File: src/hdl/mpu_defines.svh
`ifndef MPU_DEFINES_SVH
`define MPU_DEFINES_SVH

`define XLEN        32
`define PADDR_LEN   34
`define MPU_ENTRIES 16

// config registers pack four entries each.
`define CSR_PMPCFG0  12'h3A0
`define CSR_PMPCFG1  12'h3A1
`define CSR_PMPCFG2  12'h3A2
`define CSR_PMPCFG3  12'h3A3
`define CSR_PMPADDR0 12'h3B0
`define CSR_PMACFG0  12'h3C0
`define CSR_PMACFG1  12'h3C1
`define CSR_PMACFG2  12'h3C2
`define CSR_PMACFG3  12'h3C3
`define CSR_PMAADDR0 12'h3D0

`define A_OFF   2'd0
`define A_TOR   2'd1
`define A_NA4   2'd2
`define A_NAPOT 2'd3

// locked TOR regions, executable; address registers hold paddr[33:2].
`define PMA0_RST_CFG  8'h8B
`define PMA0_RST_ADDR 32'h0100_0000
`define PMA1_RST_CFG  8'h89
`define PMA1_RST_ADDR 32'h1000_0000

`endif
File: src/hdl/mpu_pkg.sv
`include "mpu_defines.svh"

package mpu_pkg;

    typedef struct packed {
        logic       l;
        logic [1:0] rsvd;
        logic [1:0] a;
        logic       x;
        logic       w;
        logic       r;
    } pmp_cfg_t;

    typedef struct packed {
        logic       l;
        logic [1:0] rsvd0;
        logic [1:0] a;
        logic       rsvd1;
        logic       c;
        logic       e;
    } pma_cfg_t;

    // l and a sit at the same bits in both views.
    typedef union packed {
        pmp_cfg_t pmp;
        pma_cfg_t pma;
    } mpu_cfg_u;

    typedef enum logic [1:0] {
        acc_read  = 2'd0,
        acc_write = 2'd1,
        acc_exec  = 2'd2
    } access_t;

    typedef struct packed {
        logic [`PADDR_LEN-1:0] paddr;
        access_t               acc;
        logic                  m_mode;
    } mpu_req_t;

    typedef struct packed {
        logic     hit;
        mpu_cfg_u cfg;
    } mpu_hit_t;

    typedef struct packed {
        logic pmp_fault;
        logic pma_fault;
        logic cacheable;
    } mpu_resp_t;

endpackage

File: src/hdl/mpu_resp.sv
`timescale 1ns/1ps
`include "mpu_defines.svh"

module mpu_resp (
    input  logic                clk,
    input  logic                rstn,
    input  logic                req_valid,
    input  mpu_pkg::mpu_req_t   req,
    input  mpu_pkg::mpu_hit_t   pmp_hit,
    input  mpu_pkg::mpu_hit_t   pma_hit,
    output logic                resp_valid,
    output mpu_pkg::mpu_resp_t  resp
);

    import mpu_pkg::*;

    logic      perm;
    mpu_resp_t resp_d;

    always_comb begin
        case (req.acc)
            acc_read:  perm = pmp_hit.cfg.pmp.r;
            acc_write: perm = pmp_hit.cfg.pmp.w;
            acc_exec:  perm = pmp_hit.cfg.pmp.x;
            default:   perm = 1'b0;
        endcase

        // machine mode is only held to locked entries.
        if (pmp_hit.hit) begin
            resp_d.pmp_fault = !perm && (!req.m_mode || pmp_hit.cfg.pmp.l);
        end else begin
            resp_d.pmp_fault = !req.m_mode;
        end

        resp_d.pma_fault = !pma_hit.hit || ((req.acc == acc_exec) && !pma_hit.cfg.pma.e);
        // a faulting access is never reported as cacheable.
        resp_d.cacheable = pma_hit.hit && pma_hit.cfg.pma.c && !resp_d.pma_fault;
    end

    always_ff @(posedge clk or negedge rstn) begin
        if (!rstn) begin
            resp_valid <= 1'b0;
            resp       <= '0;
        end else begin
            resp_valid <= req_valid;
            if (req_valid) begin
                resp <= resp_d;
            end
        end
    end

endmodule

File: config.mk
export PLATFORM = sky130hd
export DESIGN_NAME = mpu_resp
export DESIGN_NICKNAME = d
export VERILOG_FILES = /design/src/hdl/mpu_pkg.sv /design/src/hdl/mpu_resp.sv
export VERILOG_INCLUDE_DIRS = /design/src /design/src/hdl
export SDC_FILE = /design/constraint.sdc
export NUM_CORES = 1
export LEC_CHECK = 0
export ABC_AREA = 1
export BUFFER_PORTS_ARGS = -buffer_cell sky130_fd_sc_hd__buf_2
export CAP_MARGIN = 20
export CORE_AREA = 3 3 40 42
export DETAILED_ROUTE_END_ITERATION = 10
export DIE_AREA = 0 0 43 45
export GPL_TIMING_DRIVEN = 0
export PLACE_DENSITY = 0.67
export RECOVER_POWER = 25
export SETUP_SLACK_MARGIN = 0.2
export SLEW_MARGIN = 20
export SYNTH_ARGS = -nofsm -noshare
export SYNTH_HDL_FRONTEND = slang
export SYNTH_SLANG_ARGS = --single-unit
File: constraint.sdc
create_clock -name clk -period 0.8 [get_ports clk]
set_input_delay 0.04 -clock clk [delete_from_list [all_inputs] [get_ports clk]]
set_output_delay 0.04 -clock clk [all_outputs]
set_load 0.1 [all_outputs]
==> flow_summary.yaml <==
run_status:
  status: "complete, but fails checks"
  failed_checks: "negative hold slack, negative setup slack"
finish:
  area_delta_synth_final_pct: 112
  utilization_pct: 33.0
  final_cells: 60
  layout-drive-gt1-share_pct: 62.2
  fin_nets: 105
  n_fill_cell: 137
  n_antenna_cell: 0
yosys:
  synth_seq_cells: 4
  synth_area_sq_um: 200
  syn_area_per_cell_sq_um: 8.70
  yosysWarnings: 0
  ys_seq_area_share_pct: 50.0
  syn_nets: 81
  post_synth_num_cell_types: 9
  synthesis.instances: 23
routing:
  dr.first_iter.drc_count: 0
  first_pass_iters: 1
  vias_per_cell: 3.77
  vias: 226
  drtAntennaViolNets: 0
  drc_errors: 0
  routedWlPerCell_um: 8.38
  routed_wirelength_um: 503
floorplan:
  io_pins: 62
  core_sq_um: 1280
  die_area_sq_um: 1940
  die_h_um: 45
  rows: 13
  die_w_um: 43
  floorplan.initialDensity_pct: 15.6
global_routing:
  grt_first_pass_wirelength_um: 890
  grt_max_degree: 5
  overflow: 0
  grt_util_all_layers_pct: 6.68
  grt_pass1_vias: 253
  grt_antenna_before_repair: 0
critical_path:
  path_class: "flip-flop to primary output"
  critPathTopFamily: "flip-flops"
  rr_worst_depth: 3
  arrival_ps: 880
  critical_path.cell_chain: "buf_12"
  path_buf_inv: 1
  path_max_fanout: 2
  slowest_delay_ps: 480
  cp.required_ps: 760
  start_kind: "flip-flop"
  end_kind: "primary output"
  cp_slowest_cell: "dfrtp_4"
  cp.depth: 1
job:
  drv_cap: 0
sta:
  setup_ws_ps: -124
  finalCritPeriodShare_pct: 116
  setup_violations: 5
  max_slew.worst_pin.slew_ps: 184
  rsz0062_at_grt: "yes"
  fin_skew_ps: 0
  maxSlewViolCount: 0
  post-route-min-period_ps: 924
  whs_ps: -7.73
  max_slew_margin_pct: 87.7
  hold_violations: 1
  tns_ps: -493
  fmax_mhz: 1080
pwr:
  power.density_nw_per_um2: 1840
  fin_total_pwr_mw: 0.782
  leakagePower_nw: 0.208
  peakVddDrop_mv: 0.410
placement:
  dpl.cell_count: 55
  dpl.hpwl_um: 433
  portBuffers: 17
  preCtsSetupSlack_ps: -46.5
  gp_congestion: 0.595
cts:
  cts_root_buf: "clkbuf_4"
  numCtsBuffers: 3
  cts_buffer_depth: 2
  cts.sinks: 4
  hold_buffers: 1
  cts_htree_levels: 1
  cts_tree: "done"
  clkTransAtPathRegs_ps: 40
  clock_latency_ps: 230
hold_path:
  hold_depth: 1
  hold_class: "primary input to flip-flop"
-- cell families (layout without fill, tap and decap cells) --
family                 Yosys count  count (layout)  synth area share, %
AOI/OAI and AO/OA                3               3                 12.5
DFF                              4               4                 50.0
buffers and inverters            4              26                 7.50
and+or+nand+nor                 12              12                 30.0
-- sequential cells by signal, indices dropped and copies added (netlist names) --
name        cells
resp            3
resp_valid      1
-- layer usage --
layer	track usage (%)	vias up	part of all wire, %	routed length [um]
li1	-	120	-	-
met1	5.83	94	31	156
met2	11.4	12	60	301
met3	0	0	8.9	45
met4	10.8	0	0	0
met5	0	-	0	0
-- cell usage after synthesis --
library cell  number  share of area [%]
nand2_1            6                 11
dfrtp_1            4                 50
inv_1              4                7.5
nand3_1            4                 10
a21oi_2            1                4.4
nand3_2            1                5.0
nand3b_1           1                3.8
o21a_1             1                3.8
o21ai_2            1                4.4
-- stage by stage --
step / hold slack [ps] / instance area, sq um
after global placement: -155 / 319
final: -7.73 / 424
after global routing: -3.19 / 424
after floorplan: -256 / 215
after detailed placement: -150 / 319
after CTS: -32.0 / 422
-- worst paths after layout --
check | from | slack, ps | end
worst max-delay path | resp[0] | -120 | resp[0]
worst min register to register | resp[2] | 540 | resp[2]
worst min-delay path | req_valid | -8 | resp_valid
worst max register to register | resp[0] | -10 | resp[0]
max in group asynchronous | rstn | 520 | resp[1]
min in group asynchronous | rstn | 140 | resp_valid
-- layout by cell type (no fill, tap or decap) --
| master | instances |
|---|---|
| dlygate4sd3_1 | 1 |
| nand2_1 | 5 |
| nand3_2 | 1 |
| buf_6 | 1 |
| nand3b_1 | 1 |
| a21oi_2 | 1 |
| clkbuf_1 | 1 |
| dfrtp_4 | 4 |
| nand2_2 | 1 |
| buf_2 | 12 |
| clkbuf_4 | 3 |
| nand3_1 | 4 |
| o21ai_2 | 1 |
| inv_1 | 4 |
| o21a_1 | 1 |
| buf_12 | 4 |
-- worst reg2reg max path, stage by stage, from the launching register on --
cell and delay [ps]:
dfrtp_4 480, buf_6 120, nand2_2 50, o21ai_2 40
-- final cells by class --
class | count | area [sq um] | share of cell area, %
inverter | 4 | 15.0 | 3.54
multi-input combinational | 15 | 87.6 | 20.6
clock buffer | 3 | 22.5 | 5.31
timing repair buffer | 19 | 165 | 38.9
sequential | 4 | 115 | 27.1
tap | 15 | 18.8 | 4.42
-- report_power, final --
group	internal (mW)	switching, mW	total [mW]
sequential	0.232	0.0189	0.251
clock	0.167	0.0720	0.239
combinational	0.117	0.175	0.292
total	0.516	0.266	0.782
-- timing repair --
| item | in CTS | in global routing |
|---|---|---|
| endpoints found under the setup margin | 7 | 7 |
| pin swaps | 0 | 0 |
| hold endpoints to repair | 5 | 1 |
| buffers inserted | 1 | 0 |
| resized for setup | 17 | 1 |
(Power assumes the default switching activity.)
