$ cat src/hdl/mpu_defines.svh
`ifndef MPU_DEFINES_SVH
`define MPU_DEFINES_SVH

`define XLEN        32
`define PADDR_LEN   34
`define MPU_ENTRIES 16

// config registers pack four entries each.
`define CSR_PMPCFG0  12'h3A0
`define CSR_PMPCFG1  12'h3A1
`define CSR_PMPCFG2  12'h3A2
`define CSR_PMPCFG3  12'h3A3
`define CSR_PMPADDR0 12'h3B0
`define CSR_PMACFG0  12'h3C0
`define CSR_PMACFG1  12'h3C1
`define CSR_PMACFG2  12'h3C2
`define CSR_PMACFG3  12'h3C3
`define CSR_PMAADDR0 12'h3D0

`define A_OFF   2'd0
`define A_TOR   2'd1
`define A_NA4   2'd2
`define A_NAPOT 2'd3

// locked TOR regions, executable; address registers hold paddr[33:2].
`define PMA0_RST_CFG  8'h8B
`define PMA0_RST_ADDR 32'h0100_0000
`define PMA1_RST_CFG  8'h89
`define PMA1_RST_ADDR 32'h1000_0000

`endif
$ cat src/hdl/mpu_pkg.sv
`include "mpu_defines.svh"

package mpu_pkg;

    typedef struct packed {
        logic       l;
        logic [1:0] rsvd;
        logic [1:0] a;
        logic       x;
        logic       w;
        logic       r;
    } pmp_cfg_t;

    typedef struct packed {
        logic       l;
        logic [1:0] rsvd0;
        logic [1:0] a;
        logic       rsvd1;
        logic       c;
        logic       e;
    } pma_cfg_t;

    // l and a sit at the same bits in both views.
    typedef union packed {
        pmp_cfg_t pmp;
        pma_cfg_t pma;
    } mpu_cfg_u;

    typedef enum logic [1:0] {
        acc_read  = 2'd0,
        acc_write = 2'd1,
        acc_exec  = 2'd2
    } access_t;

    typedef struct packed {
        logic [`PADDR_LEN-1:0] paddr;
        access_t               acc;
        logic                  m_mode;
    } mpu_req_t;

    typedef struct packed {
        logic     hit;
        mpu_cfg_u cfg;
    } mpu_hit_t;

    typedef struct packed {
        logic pmp_fault;
        logic pma_fault;
        logic cacheable;
    } mpu_resp_t;

endpackage

$ cat src/hdl/mpu_csr.sv
`timescale 1ns/1ps
`include "mpu_defines.svh"

module mpu_csr (
    input  logic                clk,
    input  logic                rstn,
    input  logic                csr_wr,
    input  logic [11:0]         csr_waddr,
    input  logic [11:0]         csr_raddr,
    input  logic [`XLEN-1:0]    csr_wdata,
    output logic [`XLEN-1:0]    csr_rdata,
    output mpu_pkg::mpu_cfg_u   pmpcfg  [`MPU_ENTRIES],
    output logic [`XLEN-1:0]    pmpaddr [`MPU_ENTRIES],
    output mpu_pkg::mpu_cfg_u   pmacfg  [`MPU_ENTRIES],
    output logic [`XLEN-1:0]    pmaaddr [`MPU_ENTRIES]
);

    import mpu_pkg::*;

    localparam int N = `MPU_ENTRIES;
    localparam logic [63:0] ADDR_MASK64 = (64'd1 << (`PADDR_LEN - 2)) - 64'd1;
    localparam logic [`XLEN-1:0] ADDR_MASK = ADDR_MASK64[`XLEN-1:0];

    logic [N:1]   pmp_tor_l;
    logic [N:1]   pma_tor_l;
    logic [N-1:0] pmp_alock;
    logic [N-1:0] pma_alock;

    function automatic mpu_cfg_u pmp_legal(input logic [7:0] b);
        mpu_cfg_u c;
        c = b;
        c.pmp.rsvd = 2'b00;
        c.pmp.w = c.pmp.w & c.pmp.r;
        return c;
    endfunction

    function automatic mpu_cfg_u pma_legal(input logic [7:0] b);
        mpu_cfg_u c;
        c = b;
        c.pma.rsvd0 = 2'b00;
        c.pma.rsvd1 = 1'b0;
        return c;
    endfunction

    // OFF and TOR entries hide the trailing run of ones.
    function automatic logic [`XLEN-1:0] addr_rd(input logic [`XLEN-1:0] addr,
                                                 input logic [1:0] a);
        logic [`XLEN-1:0] ones;
        ones = addr & ~(addr + 1'b1);
        return a[1] ? addr : (addr & ~ones);
    endfunction

    // an address register is frozen by its own lock or a locked TOR entry above it.
    always_comb begin
        pmp_tor_l[N] = 1'b0;
        pma_tor_l[N] = 1'b0;
        for (int i = 1; i < N; i++) begin
            pmp_tor_l[i] = pmpcfg[i].pmp.l && (pmpcfg[i].pmp.a == `A_TOR);
            pma_tor_l[i] = pmacfg[i].pma.l && (pmacfg[i].pma.a == `A_TOR);
        end
        for (int i = 0; i < N; i++) begin
            pmp_alock[i] = pmpcfg[i].pmp.l || pmp_tor_l[i+1];
            pma_alock[i] = pmacfg[i].pma.l || pma_tor_l[i+1];
        end
    end

    always_ff @(posedge clk or negedge rstn) begin
        if (!rstn) begin
            for (int i = 0; i < N; i++) begin
                pmpcfg[i]  <= '0;
                pmpaddr[i] <= '0;
            end
        end else if (csr_wr) begin
            for (int i = 0; i < N; i++) begin
                if ((csr_waddr == `CSR_PMPCFG0 + 12'(i / 4)) && !pmpcfg[i].pmp.l) begin
                    pmpcfg[i] <= pmp_legal(csr_wdata[(i % 4) * 8 +: 8]);
                end
                if ((csr_waddr == `CSR_PMPADDR0 + 12'(i)) && !pmp_alock[i]) begin
                    pmpaddr[i] <= csr_wdata & ADDR_MASK;
                end
            end
        end
    end

    always_ff @(posedge clk or negedge rstn) begin
        if (!rstn) begin
            for (int i = 2; i < N; i++) begin
                pmacfg[i]  <= '0;
                pmaaddr[i] <= '0;
            end
            pmacfg[0]  <= `PMA0_RST_CFG;
            pmaaddr[0] <= `PMA0_RST_ADDR;
            pmacfg[1]  <= `PMA1_RST_CFG;
            pmaaddr[1] <= `PMA1_RST_ADDR;
        end else if (csr_wr) begin
            for (int i = 0; i < N; i++) begin
                if ((csr_waddr == `CSR_PMACFG0 + 12'(i / 4)) && !pmacfg[i].pma.l) begin
                    pmacfg[i] <= pma_legal(csr_wdata[(i % 4) * 8 +: 8]);
                end
                if ((csr_waddr == `CSR_PMAADDR0 + 12'(i)) && !pma_alock[i]) begin
                    pmaaddr[i] <= csr_wdata & ADDR_MASK;
                end
            end
        end
    end

    always_comb begin
        csr_rdata = '0;
        for (int i = 0; i < N; i++) begin
            if (csr_raddr == `CSR_PMPCFG0 + 12'(i / 4)) begin
                csr_rdata[(i % 4) * 8 +: 8] = pmpcfg[i];
            end
            if (csr_raddr == `CSR_PMACFG0 + 12'(i / 4)) begin
                csr_rdata[(i % 4) * 8 +: 8] = pmacfg[i];
            end
            if (csr_raddr == `CSR_PMPADDR0 + 12'(i)) begin
                csr_rdata = addr_rd(pmpaddr[i], pmpcfg[i].pmp.a);
            end
            if (csr_raddr == `CSR_PMAADDR0 + 12'(i)) begin
                csr_rdata = addr_rd(pmaaddr[i], pmacfg[i].pma.a);
            end
        end
    end

endmodule

$ cat config.mk
export PLATFORM = sky130hd
export DESIGN_NAME = mpu_csr
export DESIGN_NICKNAME = d
export VERILOG_FILES = /design/src/hdl/mpu_pkg.sv /design/src/hdl/mpu_csr.sv
export VERILOG_INCLUDE_DIRS = /design/src /design/src/hdl
export SDC_FILE = /design/constraint.sdc
export NUM_CORES = 2
export LEC_CHECK = 0
export ABC_AREA = 0
export BUFFER_PORTS_ARGS = -buffer_cell sky130_fd_sc_hd__buf_2
export CORE_AREA = 2 2 530 532
export CTS_CLUSTER_SIZE = 14
export DETAILED_ROUTE_END_ITERATION = 12
export DIE_AREA = 0 0 532 534
export GPL_TIMING_DRIVEN = 0
export PLACE_DENSITY_LB_ADDON = 0.12
export SLEW_MARGIN = 10
export SYNTH_ARGS = -nofsm -noshare
export SYNTH_HDL_FRONTEND = slang
export SYNTH_SLANG_ARGS = --single-unit
$ cat constraint.sdc
create_clock -name clk -period 5.5 [get_ports clk]
set_input_delay 0.825 -clock clk [delete_from_list [all_inputs] [get_ports clk]]
set_output_delay 0.825 -clock clk [all_outputs]
set_load 0.1 [all_outputs]
==> metrics <==
final hold vios=0; DRT Pass-1 Iters=7; leakage power=~46 nW; syn avg cell area=9.69 um^2; DR vias/cell=around 6.3; Final Slew Violations=11; Remaining DRCs=0; CP arrival=around 5.3 ns; failing checks=max-capacitance violations, max-slew violations, negative setup slack; # clock sinks=1200; Pint=~16 mW; Post-Syn Instances=7023; Final Cell Area=98400 um^2; Buffers on Ports=about 1300; Root Driver=clkbuf_16; drt wl/cell=approximately 55 um; Final min period=between 6 and 7 ns; NumNets Final=between 9000 and 10000; total wire length=~700000 um; Storage cell area=between 30000 and 40000 um^2; share of post-route cells with drive strength above 1=0.469; setup violators final=32; Crit Reg-Reg Startpoint=pmpcfg[107]; area of the multi-input gates=between 40000 and 50000 um^2; largest cells by area after synthesis=dfrtp_1 44%, mux2_2 17%, nand2_1 4.3%; I/O Pins=around 1400; status=finished, violations left; Detail Route Antenna Nets=0; ys async rst share=1.00; Setup Skew=approximately 0.053 ns; Distinct cells, synth=between 80 and 90; CTS tree=yes; num rows=between 150 and 200; Total GRT Usage=0.482; Slew @ Worst Pin=roughly 1.5 ns; Hold Slack=0.206 ns; worst skew pair latency=0.91 ns; Post-synth EDFFs=0; area share of the leading cell type in the synthesized netlist=0.438; Max-Cap Viols=1; wire length of the first global-routing pass=a little under 900000 um; RSZ-0062 raised after global routing=yes; Detailed Place HPWL=around 580000 um; min-delay src=csr_wdata[23]; final worst slack=-0.664 ns; DR vias=82000; Initial Utilization=0.244; Die H=534 um; clock transition at the registers of the reported paths=around 0.060 ns; worst hold path type=in2reg; core area=approximately 280000 um^2; initial antenna violation count=roughly 190; Sw Ratio=0.298; drt first-iter violations=11200; CP Class=reg2out; RD Place Congestion=just over 1; crit path max fanout=2; Seq pwr share=0.396; pwr/cell area=between 200 and 250 nW/um^2; CTS Buffer Depth=4; Yosys Warn Count=0; required time worst endpoint=roughly 4.7 ns; Slew HR=-0.0293; die width=between 500 and 600 um; H-tree Lvls=4; total CTS buffers=160; Yosys reg bits=1200; number of fill cells=about 29000; cell taking the most area after synthesis=dfrtp_1; Die ar.=between 200000 and 300000 um^2; clock share of power=0.505; Area Growth Syn to Fin=44.6%; Net Switching=6.75 mW; kind of launch point of the worst setup path=register; sequential area share after synthesis=0.442; combinational share of power=0.099; Overflow after GRT=0; beginning of the critical path=pmacfg[124]; Synth Flop Type=dfrtp_1; largest net degree at the start of global routing=between 100 and 150; post-synthesis cell area=roughly 68000 um^2; Placed Area=~83000 um^2; fmax=about 0.16 GHz; crit share post-route=1.12; maximum vdd drop=~230 uV; vias in the first global route=~74000; crit end category=output pin
==> sequential cells by signal, indices dropped and copies added, names as in the netlist <==
register / cells
pmaaddr: 512
pmpaddr: 512
pmpcfg: 96
pmacfg: 80
==> cell usage after synthesis (all sizes together), types with 31 or more instances <==
cell type / n
a211oi: 42
a21o: 56
a21oi: 356
a221oi: 31
a311oi: 40
a31oi: 208
and2: 44
and3: 103
and4: 61
buf: 185
clkbuf: 341
dfrtp: 1191
inv: 170
mux2: 1044
nand2: 786
nand2b: 40
nand3: 424
nand4: 268
nand4b: 32
nor2: 306
nor3: 115
nor4: 141
o211ai: 99
o21ai: 396
o221ai: 34
or3: 31
==> per-layer routing <==
| layer | wire (um) | track usage | up-vias |
|---|---|---|---|
| met4 | 65700 | 0.384 | 32 |
| met3 | 75900 | 0.146 | 1567 |
| met5 | 211 | 0 | - |
| met1 | 272000 | 0.592 | 43100 |
| met2 | 299000 | 0.698 | 6603 |
| li1 | - | - | 30700 |
==> worst paths after layout <==
check                                end  cells after the start  slack (ns)
max                        csr_rdata[27]                     11       -0.66
min reg2reg                  pmpaddr[63]                      1        0.54
max in group asynchronous   pmaaddr[196]                      5        2.15
min in group asynchronous   pmpaddr[497]                      2        0.52
max reg2reg                 pmpaddr[475]                      6        2.11
min                          pmpaddr[23]                      3        0.21
==> logic make-up after synthesis <==
family	synth area share
buf+inv	0.0441
mux	0.173
simple gates	0.190
flops	0.442
compound gates	0.151
xor+xnor	0.000129
other cells	0.0000551
==> power groups by stage <==
stage	logic [mW]	clock network, mW	registers, mW
floorplan	0.490	0	9.38
global placement	1.85	0	9.15
detailed placement	2.07	0	9.14
CTS	2.14	11.5	8.97
global route	2.19	11.8	8.97
finish	2.24	11.4	8.98
==> per-stage QoR <==
stage / std cells / setup slack, ns / utilization / setup TNS [ns] / total power [mW]
final: 13100 / -0.664 / 0.353 / -8.55 / 22.7
after detailed placement: 12300 / -3.65 / 0.298 / -94.53 / 11.2
after global placement: 12100 / -25.40 / 0.285 / - / 11.0
after floorplan: 7102 / -0.0493 / - / -0.0493 / 9.87
after CTS: 12800 / -0.672 / 0.343 / -4.81 / 22.6
after global routing: 12900 / -0.530 / 0.352 / -4.49 / 22.9
==> critical path, cell delays in order (launching register included) <==
cell and delay (ns):
dfrtp_2 0.47, nand3b_1 0.21, or4_4 0.59, or4_4 0.49
o211ai_1 0.48, nand4_1 0.43, a311oi_2 0.43, nand3_4 0.22
a41oi_4 0.31, o21ai_4 0.14, a211o_4 0.46, buf_12 0.20
==> layout make-up <==
type / instances / share of cell area
multi-input combinational: 5206 / 0.415
sequential: 1200 / 0.307
timing repair buffer: 1794 / 0.129
tap: 3724 / 0.0474
clock buffer: 214 / 0.0461
buffer: 505 / 0.0348
clock inverter: 70 / 0.00921
inverter: 170 / 0.00649
antenna: 182 / 0.00463
==> cell usage in the layout (no fill, tap or decap), drive strengths merged, types with 20 or more instances in the layout <==
master,n
a2111oi,23
a211oi,42
a21o,56
a21oi,356
a221oi,31
a311oi,40
a31oi,208
and2,44
and3,103
and4,61
buf,1982
clkbuf,527
clkinv,30
conb,80
dfrtp,1191
diode,182
inv,180
mux2,1044
nand2,786
nand2b,40
nand3,424
nand3b,30
nand4,268
nand4b,32
nor2,306
nor2b,21
nor3,115
nor4,141
o2111ai,20
o211ai,99
o21ai,396
o221ai,34
o311ai,26
o31ai,27
or2,20
or3,31
or4,26
==> timing repair <==
item                       in CTS  in global routing
hold endpoints to repair       74                  0
hold buffers                    1                  0
pin swaps                     239                183
buffers inserted              220                140
resized for setup            1312                368
setup endpoints to repair      32                 31
(Power assumes the default switching activity.)
