## config.mk

```make
export PLATFORM = sky130hd
export DESIGN_NAME = mpu_match
export DESIGN_NICKNAME = d
export VERILOG_FILES = /design/src/hdl/mpu_pkg.sv /design/src/hdl/mpu_match.sv
export VERILOG_INCLUDE_DIRS = /design/src /design/src/hdl
export SDC_FILE = /design/constraint.sdc
export NUM_CORES = 1
export LEC_CHECK = 0
export BUFFER_PORTS_ARGS = -buffer_cell sky130_fd_sc_hd__buf_2
export CORE_AREA = 2 2 263 265
export DETAILED_ROUTE_END_ITERATION = 7
export DIE_AREA = 0 0 265 267
export PLACE_DENSITY = 0.54
export SLEW_MARGIN = 40
export SYNTH_ARGS = -nofsm -noshare
export SYNTH_HDL_FRONTEND = slang
export SYNTH_SLANG_ARGS = --single-unit
```

## constraint.sdc

```tcl
create_clock -name vclk -period 8.6
set_clock_uncertainty 0.05 [all_clocks]
set_input_delay 0.43 -clock vclk [all_inputs]
set_output_delay 0.43 -clock vclk [all_outputs]
set_load 0.01 [all_outputs]
```

## src/hdl/mpu_defines.svh

```systemverilog
`ifndef MPU_DEFINES_SVH
`define MPU_DEFINES_SVH

`define XLEN        32
`define PADDR_LEN   34
`define MPU_ENTRIES 16

// config registers pack four entries each.
`define CSR_PMPCFG0  12'h3A0
`define CSR_PMPCFG1  12'h3A1
`define CSR_PMPCFG2  12'h3A2
`define CSR_PMPCFG3  12'h3A3
`define CSR_PMPADDR0 12'h3B0
`define CSR_PMACFG0  12'h3C0
`define CSR_PMACFG1  12'h3C1
`define CSR_PMACFG2  12'h3C2
`define CSR_PMACFG3  12'h3C3
`define CSR_PMAADDR0 12'h3D0

`define A_OFF   2'd0
`define A_TOR   2'd1
`define A_NA4   2'd2
`define A_NAPOT 2'd3

// locked TOR regions, executable; address registers hold paddr[33:2].
`define PMA0_RST_CFG  8'h8B
`define PMA0_RST_ADDR 32'h0100_0000
`define PMA1_RST_CFG  8'h89
`define PMA1_RST_ADDR 32'h1000_0000

`endif
```

## src/hdl/mpu_pkg.sv

```systemverilog
`include "mpu_defines.svh"

package mpu_pkg;

    typedef struct packed {
        logic       l;
        logic [1:0] rsvd;
        logic [1:0] a;
        logic       x;
        logic       w;
        logic       r;
    } pmp_cfg_t;

    typedef struct packed {
        logic       l;
        logic [1:0] rsvd0;
        logic [1:0] a;
        logic       rsvd1;
        logic       c;
        logic       e;
    } pma_cfg_t;

    // l and a sit at the same bits in both views.
    typedef union packed {
        pmp_cfg_t pmp;
        pma_cfg_t pma;
    } mpu_cfg_u;

    typedef enum logic [1:0] {
        acc_read  = 2'd0,
        acc_write = 2'd1,
        acc_exec  = 2'd2
    } access_t;

    typedef struct packed {
        logic [`PADDR_LEN-1:0] paddr;
        access_t               acc;
        logic                  m_mode;
    } mpu_req_t;

    typedef struct packed {
        logic     hit;
        mpu_cfg_u cfg;
    } mpu_hit_t;

    typedef struct packed {
        logic pmp_fault;
        logic pma_fault;
        logic cacheable;
    } mpu_resp_t;

endpackage

```

## src/hdl/mpu_match.sv

```systemverilog
`timescale 1ns/1ps
`include "mpu_defines.svh"

module mpu_match (
    input  mpu_pkg::mpu_cfg_u       cfg  [`MPU_ENTRIES],
    input  logic [`XLEN-1:0]        addr [`MPU_ENTRIES],
    input  logic [`PADDR_LEN-1:0]   paddr,
    output mpu_pkg::mpu_hit_t       result
);

    import mpu_pkg::*;

    localparam int N = `MPU_ENTRIES;
    localparam int W = `PADDR_LEN - 2;

    logic [W-1:0] waddr;
    logic [W-1:0] base [N];
    logic [W-1:0] lo   [N];
    logic [N-1:0] hit;

    assign waddr = paddr[`PADDR_LEN-1:2];

    // tor regions start at the previous entry's address.
    always_comb begin
        for (int i = 0; i < N; i++) begin
            base[i] = addr[i][W-1:0];
        end
        lo[0] = '0;
        for (int i = 1; i < N; i++) begin
            lo[i] = base[i-1];
        end
    end

    always_comb begin
        logic [W-1:0] napot_mask;
        for (int i = 0; i < N; i++) begin
            // trailing ones plus the next bit are don't-care.
            napot_mask = ~(base[i] ^ (base[i] + 1'b1));
            case (cfg[i].pmp.a)
                `A_TOR: begin
                    hit[i] = (waddr >= lo[i]) && (waddr < base[i]);
                end
                `A_NA4: begin
                    hit[i] = (waddr == base[i]);
                end
                `A_NAPOT: begin
                    hit[i] = ((waddr ^ base[i]) & napot_mask) == '0;
                end
                default: begin
                    hit[i] = 1'b0;
                end
            endcase
        end
    end

    // walk down so the lowest hitting entry is the last one written.
    always_comb begin
        result = '0;
        for (int i = N - 1; i >= 0; i--) begin
            if (hit[i]) begin
                result.hit = 1'b1;
                result.cfg = cfg[i];
            end
        end
    end

endmodule

```

==> results.yml, run 1 <==
outcome:
  status: "finished clean"
clock_network:
  cts.hold.buffers_added: 0
  cts_setup_buffers: 0
  postCtsResizedCells: 0
finish:
  clock_buffers: 0
  final_common_cell: "buf_2"
  final_cell_mix: "buf_2, inv_1, ha_1"
  fin_nets: 5274
  seq_cell_count: 0
  area_delta_synth_final_pct: 22.2
  drive_above_1_share_pct: 19.5
  post-route-util_pct: 40.3
  regArea_um2: 0
detailed_routing:
  wirelength_um: 130000
  viasPerCell: 6.22
  avgRoutedWirePerCell_um: 26.1
  dr.pass1.iters: 6
  drt_iter0_drc: 3098
  vias: 31000
  ant_nets: 0
  drc: 0
power_and_ir_drop:
  switching_share_pct: 62.5
  p_seq_share_pct: 0
  p_sw_mw: 0.968
  clockPowerShare_pct: 0
  power_density_mw_per_mm2: 56.5
  peakVddDrop_v: 0.0000313
  p_comb_share_pct: 100.0
  p_int_mw: 0.581
  power_leakage_nw: 13.8
worst_setup_path:
  crit_fanout: 9
  end_kind: "primary output"
  crit_path_start_kind: "input port"
  worstPathRequired_ns: 8.12
  crit_start: "paddr[25]"
  cp.arrival_ns: 5.48
  critical_path_class: "in -> out"
synthesis:
  synthTopCellsByArea: "ha_1, inv_1, a21oi_1"
  yosysUniqueCellTypes: 88
  synthesis.nets: 4570
  ys_warn_count: 0
  syn_avg_cell_area_um2: 6.65
  synth_top_area_cell: "ha_1"
  netlist.area_leader.share_pct: 29.5
  synth_cells: 3368
  ys_seq_area_share_pct: 0
  synth_area_mm2: 0.0224
timing:
  rsz0062_at_grt: "false"
  hold_viol: 0
  tightestPinTransition_ns: 0.977
  finalSetupViolations: 0
  slew_viol_final: 0
  finalCritPeriodShare_pct: 69.4
  timing.fmax_ghz: 0.168
  finalCriticalPeriod_ns: 5.96
  slew_headroom_pct: 34.8
  setup_tns_ns: 0
global_route:
  grt_overflow: 0
  grt_pass1_vias: 28708
  track_usage_pct: 34.7
  grt_pass1_wl_um: 185000
  antenna_found_initial: 51
  grt_max_degree: 17
floorplanning:
  start_util_pct: 33.0
  fp.dieH_um: 267
  die_area_mm2: 0.0708
  rows: 96
  core_mm2: 0.0680
  ioPinCount: 683
  die_x_um: 265
place:
  dpl.hpwl_um: 109000
  port_buffers: 681
  place_congestion: 0.998
worst_hold_path:
  hp-start: "cfg[126]"
  hold_class: "in -> out"
flow_run:
  maxCapViolations: 0
## stage by stage
step	power, mW	area, µm²	cells	worst slack (ns)	hold slack [ns]
after floorplan	0.823	22400	3368	4.57	0.927
after global placement	1.50	27100	4950	2.66	1.22
after detailed placement	1.50	27200	4950	2.75	1.21
after CTS	1.51	27200	4950	2.74	1.21
after global routing	1.69	27400	4974	2.48	1.23
final	1.55	27400	4982	2.64	1.21
## synth_stat cells (20+ instances only)
| master | n |
|---|---|
| or4_1 | 20 |
| o22ai_1 | 31 |
| a31oi_1 | 117 |
| nor2_1 | 200 |
| nand4_1 | 193 |
| a211oi_1 | 67 |
| and4_1 | 50 |
| a41oi_1 | 50 |
| and3_1 | 37 |
| a21oi_1 | 289 |
| nor4_1 | 129 |
| a22oi_1 | 22 |
| a21o_1 | 42 |
| o21ai_0 | 134 |
| nand2_1 | 206 |
| o211ai_1 | 43 |
| a32oi_1 | 20 |
| inv_1 | 569 |
| and2_1 | 26 |
| nand2b_1 | 20 |
| nor3_1 | 130 |
| nand3_1 | 129 |
| ha_1 | 528 |
## worst max-delay path, cell delays in order
cell and delay [ns]:
buf_2 0.46, buf_4 0.37, ha_1 0.32, a21oi_1 0.18, a211oi_1 0.10, a2111oi_0 0.36
o211ai_1 0.20, a211oi_1 0.50, a2111oi_2 0.21, nor2_1 0.52, buf_4 0.28, nand2_1 0.32
a211oi_1 0.33, a21boi_1 0.13, a311oi_1 0.53, buf_2 0.24
## routing by layer
layer  routed length (µm)  vias to the layer above  global-route usage [%]
li1                     -                    14527                       -
met1                53300                    14434                    44.0
met2                57700                     1619                    56.8
met3                11400                      380                    6.34
met4                 7380                       40                    16.3
met5                  254                        -                       0
## cell families (layout without fill, tap and decap cells)
logic type / Yosys count / after routing / synth area share (%)
and+or+nand+nor: 1227 / 1227 / 30.0
AOI/OAI and AO/OA: 1007 / 1007 / 29.8
buffers and inverters: 584 / 1286 / 9.85
adders and majority gates: 528 / 528 / 29.5
xor gates and xnor gates: 16 / 16 / 0.625
muxes: 6 / 6 / 0.296
other: 0 / 30 / 0
## final timing paths
| check | end | slack, ns | depth (start not counted) |
|---|---|---|---|
| min | result[6] | 1.21 | 4 |
| max | result[3] | 2.64 | 16 |
## power groups by stage
stage          clock network [mW]  registers (mW)  logic [mW]
2_1_floorplan                   0               0       0.823
6_report              0.000000280               0        1.55
5_1_grt               0.000000343               0        1.69
3_5_place_dp                    0               0        1.50
3_3_place_gp                    0               0        1.50
4_1_cts                         0               0        1.51
## area by class of cell
class / count / area, µm²
inverter: 569 / 2140
timing repair buffer: 717 / 3730
fill: 7586 / 40600
multi-input combinational: 2784 / 20400
antenna: 30 / 75.1
tap: 882 / 1100
No activity file was read; power rests on OpenSTA's default activity.
==> inputs of run 2 (changes only) <==
--- a/config.mk
+++ b/config.mk
@@ -6,11 +6,12 @@
 export SDC_FILE = /design/constraint.sdc
 export NUM_CORES = 1
 export LEC_CHECK = 0
+export ABC_AREA = 1
 export BUFFER_PORTS_ARGS = -buffer_cell sky130_fd_sc_hd__buf_2
-export CORE_AREA = 2 2 263 265
+export CORE_AREA = 2 2 264 266
 export DETAILED_ROUTE_END_ITERATION = 7
-export DIE_AREA = 0 0 265 267
-export PLACE_DENSITY = 0.54
+export DIE_AREA = 0 0 266 268
+export PLACE_DENSITY = 0.62
 export SLEW_MARGIN = 40
 export SYNTH_ARGS = -nofsm -noshare
 export SYNTH_HDL_FRONTEND = slang
==> constraint.sdc (replaced) <==
create_clock -name vclk -period 5.42
set_clock_uncertainty 0.05 [all_clocks]
set_input_delay 0.271 -clock vclk [all_inputs]
set_output_delay 0.271 -clock vclk [all_outputs]
set_load 0.01 [all_outputs]
==> run 2 against run 1 <==
- total power grew 69%
- worst setup slack lost 2.2 ns
- via count grew 14%
- highest routed layer unchanged
- wire length grew 6.8%
- synthesized area grew 15%
- non-clock buffer count grew 26
==> results.yml, run 2 <==
finish:
  regArea_um2: 0
  post-route-util_pct: 45.3
  fill_cells: 7717
  seq_cell_count: 0
  drive_above_1_share_pct: 15.7
  fin_nets: 6738
  final_common_cell: "nand2_1"
  area_delta_synth_final_pct: 19.4
  final_cell_mix: "nand2_1, inv_1, buf_2"
  clock_buffers: 0
power_and_ir_drop:
  clockPowerShare_pct: 0
  p_int_mw: 0.931
  p_seq_share_pct: 0
  p_comb_share_pct: 100.0
  finalPower_mw: 2.62
  p_sw_mw: 1.68
  peakVddDrop_v: 0.0000659
  power_density_mw_per_mm2: 84.7
  switching_share_pct: 64.4
  power_leakage_nw: 17.8
flow_run:
  maxCapViolations: 0
timing:
  setup_slack_ns: 0.465
  hold_viol: 0
  finalCriticalPeriod_ns: 4.95
  slew_headroom_pct: 40.0
  setup_tns_ns: 0
  timing.fmax_ghz: 0.202
  slew_viol_final: 0
  finalSetupViolations: 0
  rsz0062_at_grt: "false"
  finalCritPeriodShare_pct: 91.4
  tightestPinTransition_ns: 0.894
floorplanning:
  ioPinCount: 683
  rows: 96
  core_mm2: 0.0682
  fp.dieH_um: 268
  die_x_um: 266
  start_util_pct: 37.9
  die_area_mm2: 0.0713
synthesis:
  synth_common_cells: "nand2_1, inv_1, nor2_1"
  synth_top_area_cell: "ha_1"
  synth_cells: 4799
  synthTopCellsByArea: "ha_1, nand2_1, inv_1"
  yosysUniqueCellTypes: 63
  syn_avg_cell_area_um2: 5.39
  ys_warn_count: 0
  synth_most_common_cell: "nand2_1"
  synthesis.nets: 6001
  synth_area_mm2: 0.0258
  netlist.area_leader.share_pct: 25.6
  ys_seq_area_share_pct: 0
detailed_routing:
  dr.pass1.iters: 7
  drc: 0
  drt_iter0_drc: 2724
  avgRoutedWirePerCell_um: 21.6
  ant_nets: 0
  vias: 35437
  viasPerCell: 5.50
  wirelength_um: 139000
worst_setup_path:
  end_kind: "primary output"
  cp.arrival_ns: 4.63
  worstPathRequired_ns: 5.10
  critical_path_class: "in -> out"
  crit_fanout: 13
  crit_path_start_kind: "input port"
  crit_start: "paddr[19]"
global_route:
  grt_max_degree: 17
  grt_overflow: 0
  antenna_found_initial: 51
  track_usage_pct: 37.2
  grt_pass1_vias: 33336
  grt_pass1_wl_um: 200000
outcome:
  status: "finished clean"
place:
  place_congestion: 1.02
  port_buffers: 681
  dpl.hpwl_um: 121000
  pre_cts_ws_ns: 0.680
clock_network:
  cts_setup_buffers: 0
  cts.hold.buffers_added: 0
  postCtsResizedCells: 0
worst_hold_path:
  hold_class: "in -> out"
  hp-start: "cfg[122]"
[run 2: kinds of logic (layout without fill, tap and decap cells)]
family          Yosys count  after routing  share of synthesized area, %
simple gates           2543           2543                          43.0
buf+inv                 987           1722                          14.5
compound gates          739            739                          16.8
fa+ha+maj               528            528                          25.6
xor+xnor                  2              2                        0.0678
other cells               0             32                             0
[run 2: per-layer routing]
| metal | track usage (%) | wire length [µm] | up-vias |
|---|---|---|---|
| met3 | 5.41 | 11300 | 343 |
| met2 | 62.9 | 61900 | 1602 |
| met4 | 18.1 | 7840 | 42 |
| li1 | - | - | 17454 |
| met1 | 46.3 | 57700 | 15996 |
| met5 | 0 | 265 | - |
[run 2: power by group through the flow]
stage	combinational (mW)	sequential [mW]	clock [mW]
floorplan	1.45	0	0
CTS	2.56	0	0
global route	2.89	0	0.000000371
detailed placement	2.55	0	0
finish	2.62	0	0.000000821
global placement	2.55	0	0
[run 2: final timing paths]
kind                        end  cells after the start
worst min-delay path  result[2]                      4
worst max-delay path  result[5]                     25
[run 2: layout make-up]
class / instances / area, µm² / area share, %
well taps: 882 / 1100 / 3.57
inverters: 979 / 3680 / 11.9
multi-input cells: 3812 / 22100 / 71.6
diodes: 32 / 80.1 / 0.259
repair buffers: 743 / 3910 / 12.7
[run 2: stage by stage]
stage | hold slack, ns | cell area, µm² | cells
3_3_place_gp | 0.776 | 30800 | 6416
4_1_cts | 0.778 | 30800 | 6416
3_5_place_dp | 0.776 | 30800 | 6416
5_1_grt | 0.785 | 30800 | 6431
6_report | 0.776 | 30900 | 6448
2_1_floorplan | 0.614 | 25800 | 4799
[run 2: critical path, stage by stage]
cell	delay [ns]
buf_2	0.60
ha_1	0.40
a21oi_1	0.15
o21ai_0	0.09
a21oi_1	0.15
nor2_1	0.08
nor4_1	0.49
nand3_1	0.36
nand2_1	0.17
nand2_1	0.07
nand2_2	0.29
nand3_1	0.18
nand2_1	0.10
nand2_1	0.05
nand2_1	0.05
nand2_1	0.11
nand2_1	0.08
nand2_1	0.22
nand2_1	0.12
nand2_1	0.05
nand2_1	0.18
nand2_1	0.08
nand2_1	0.06
nand2_1	0.05
buf_2	0.13
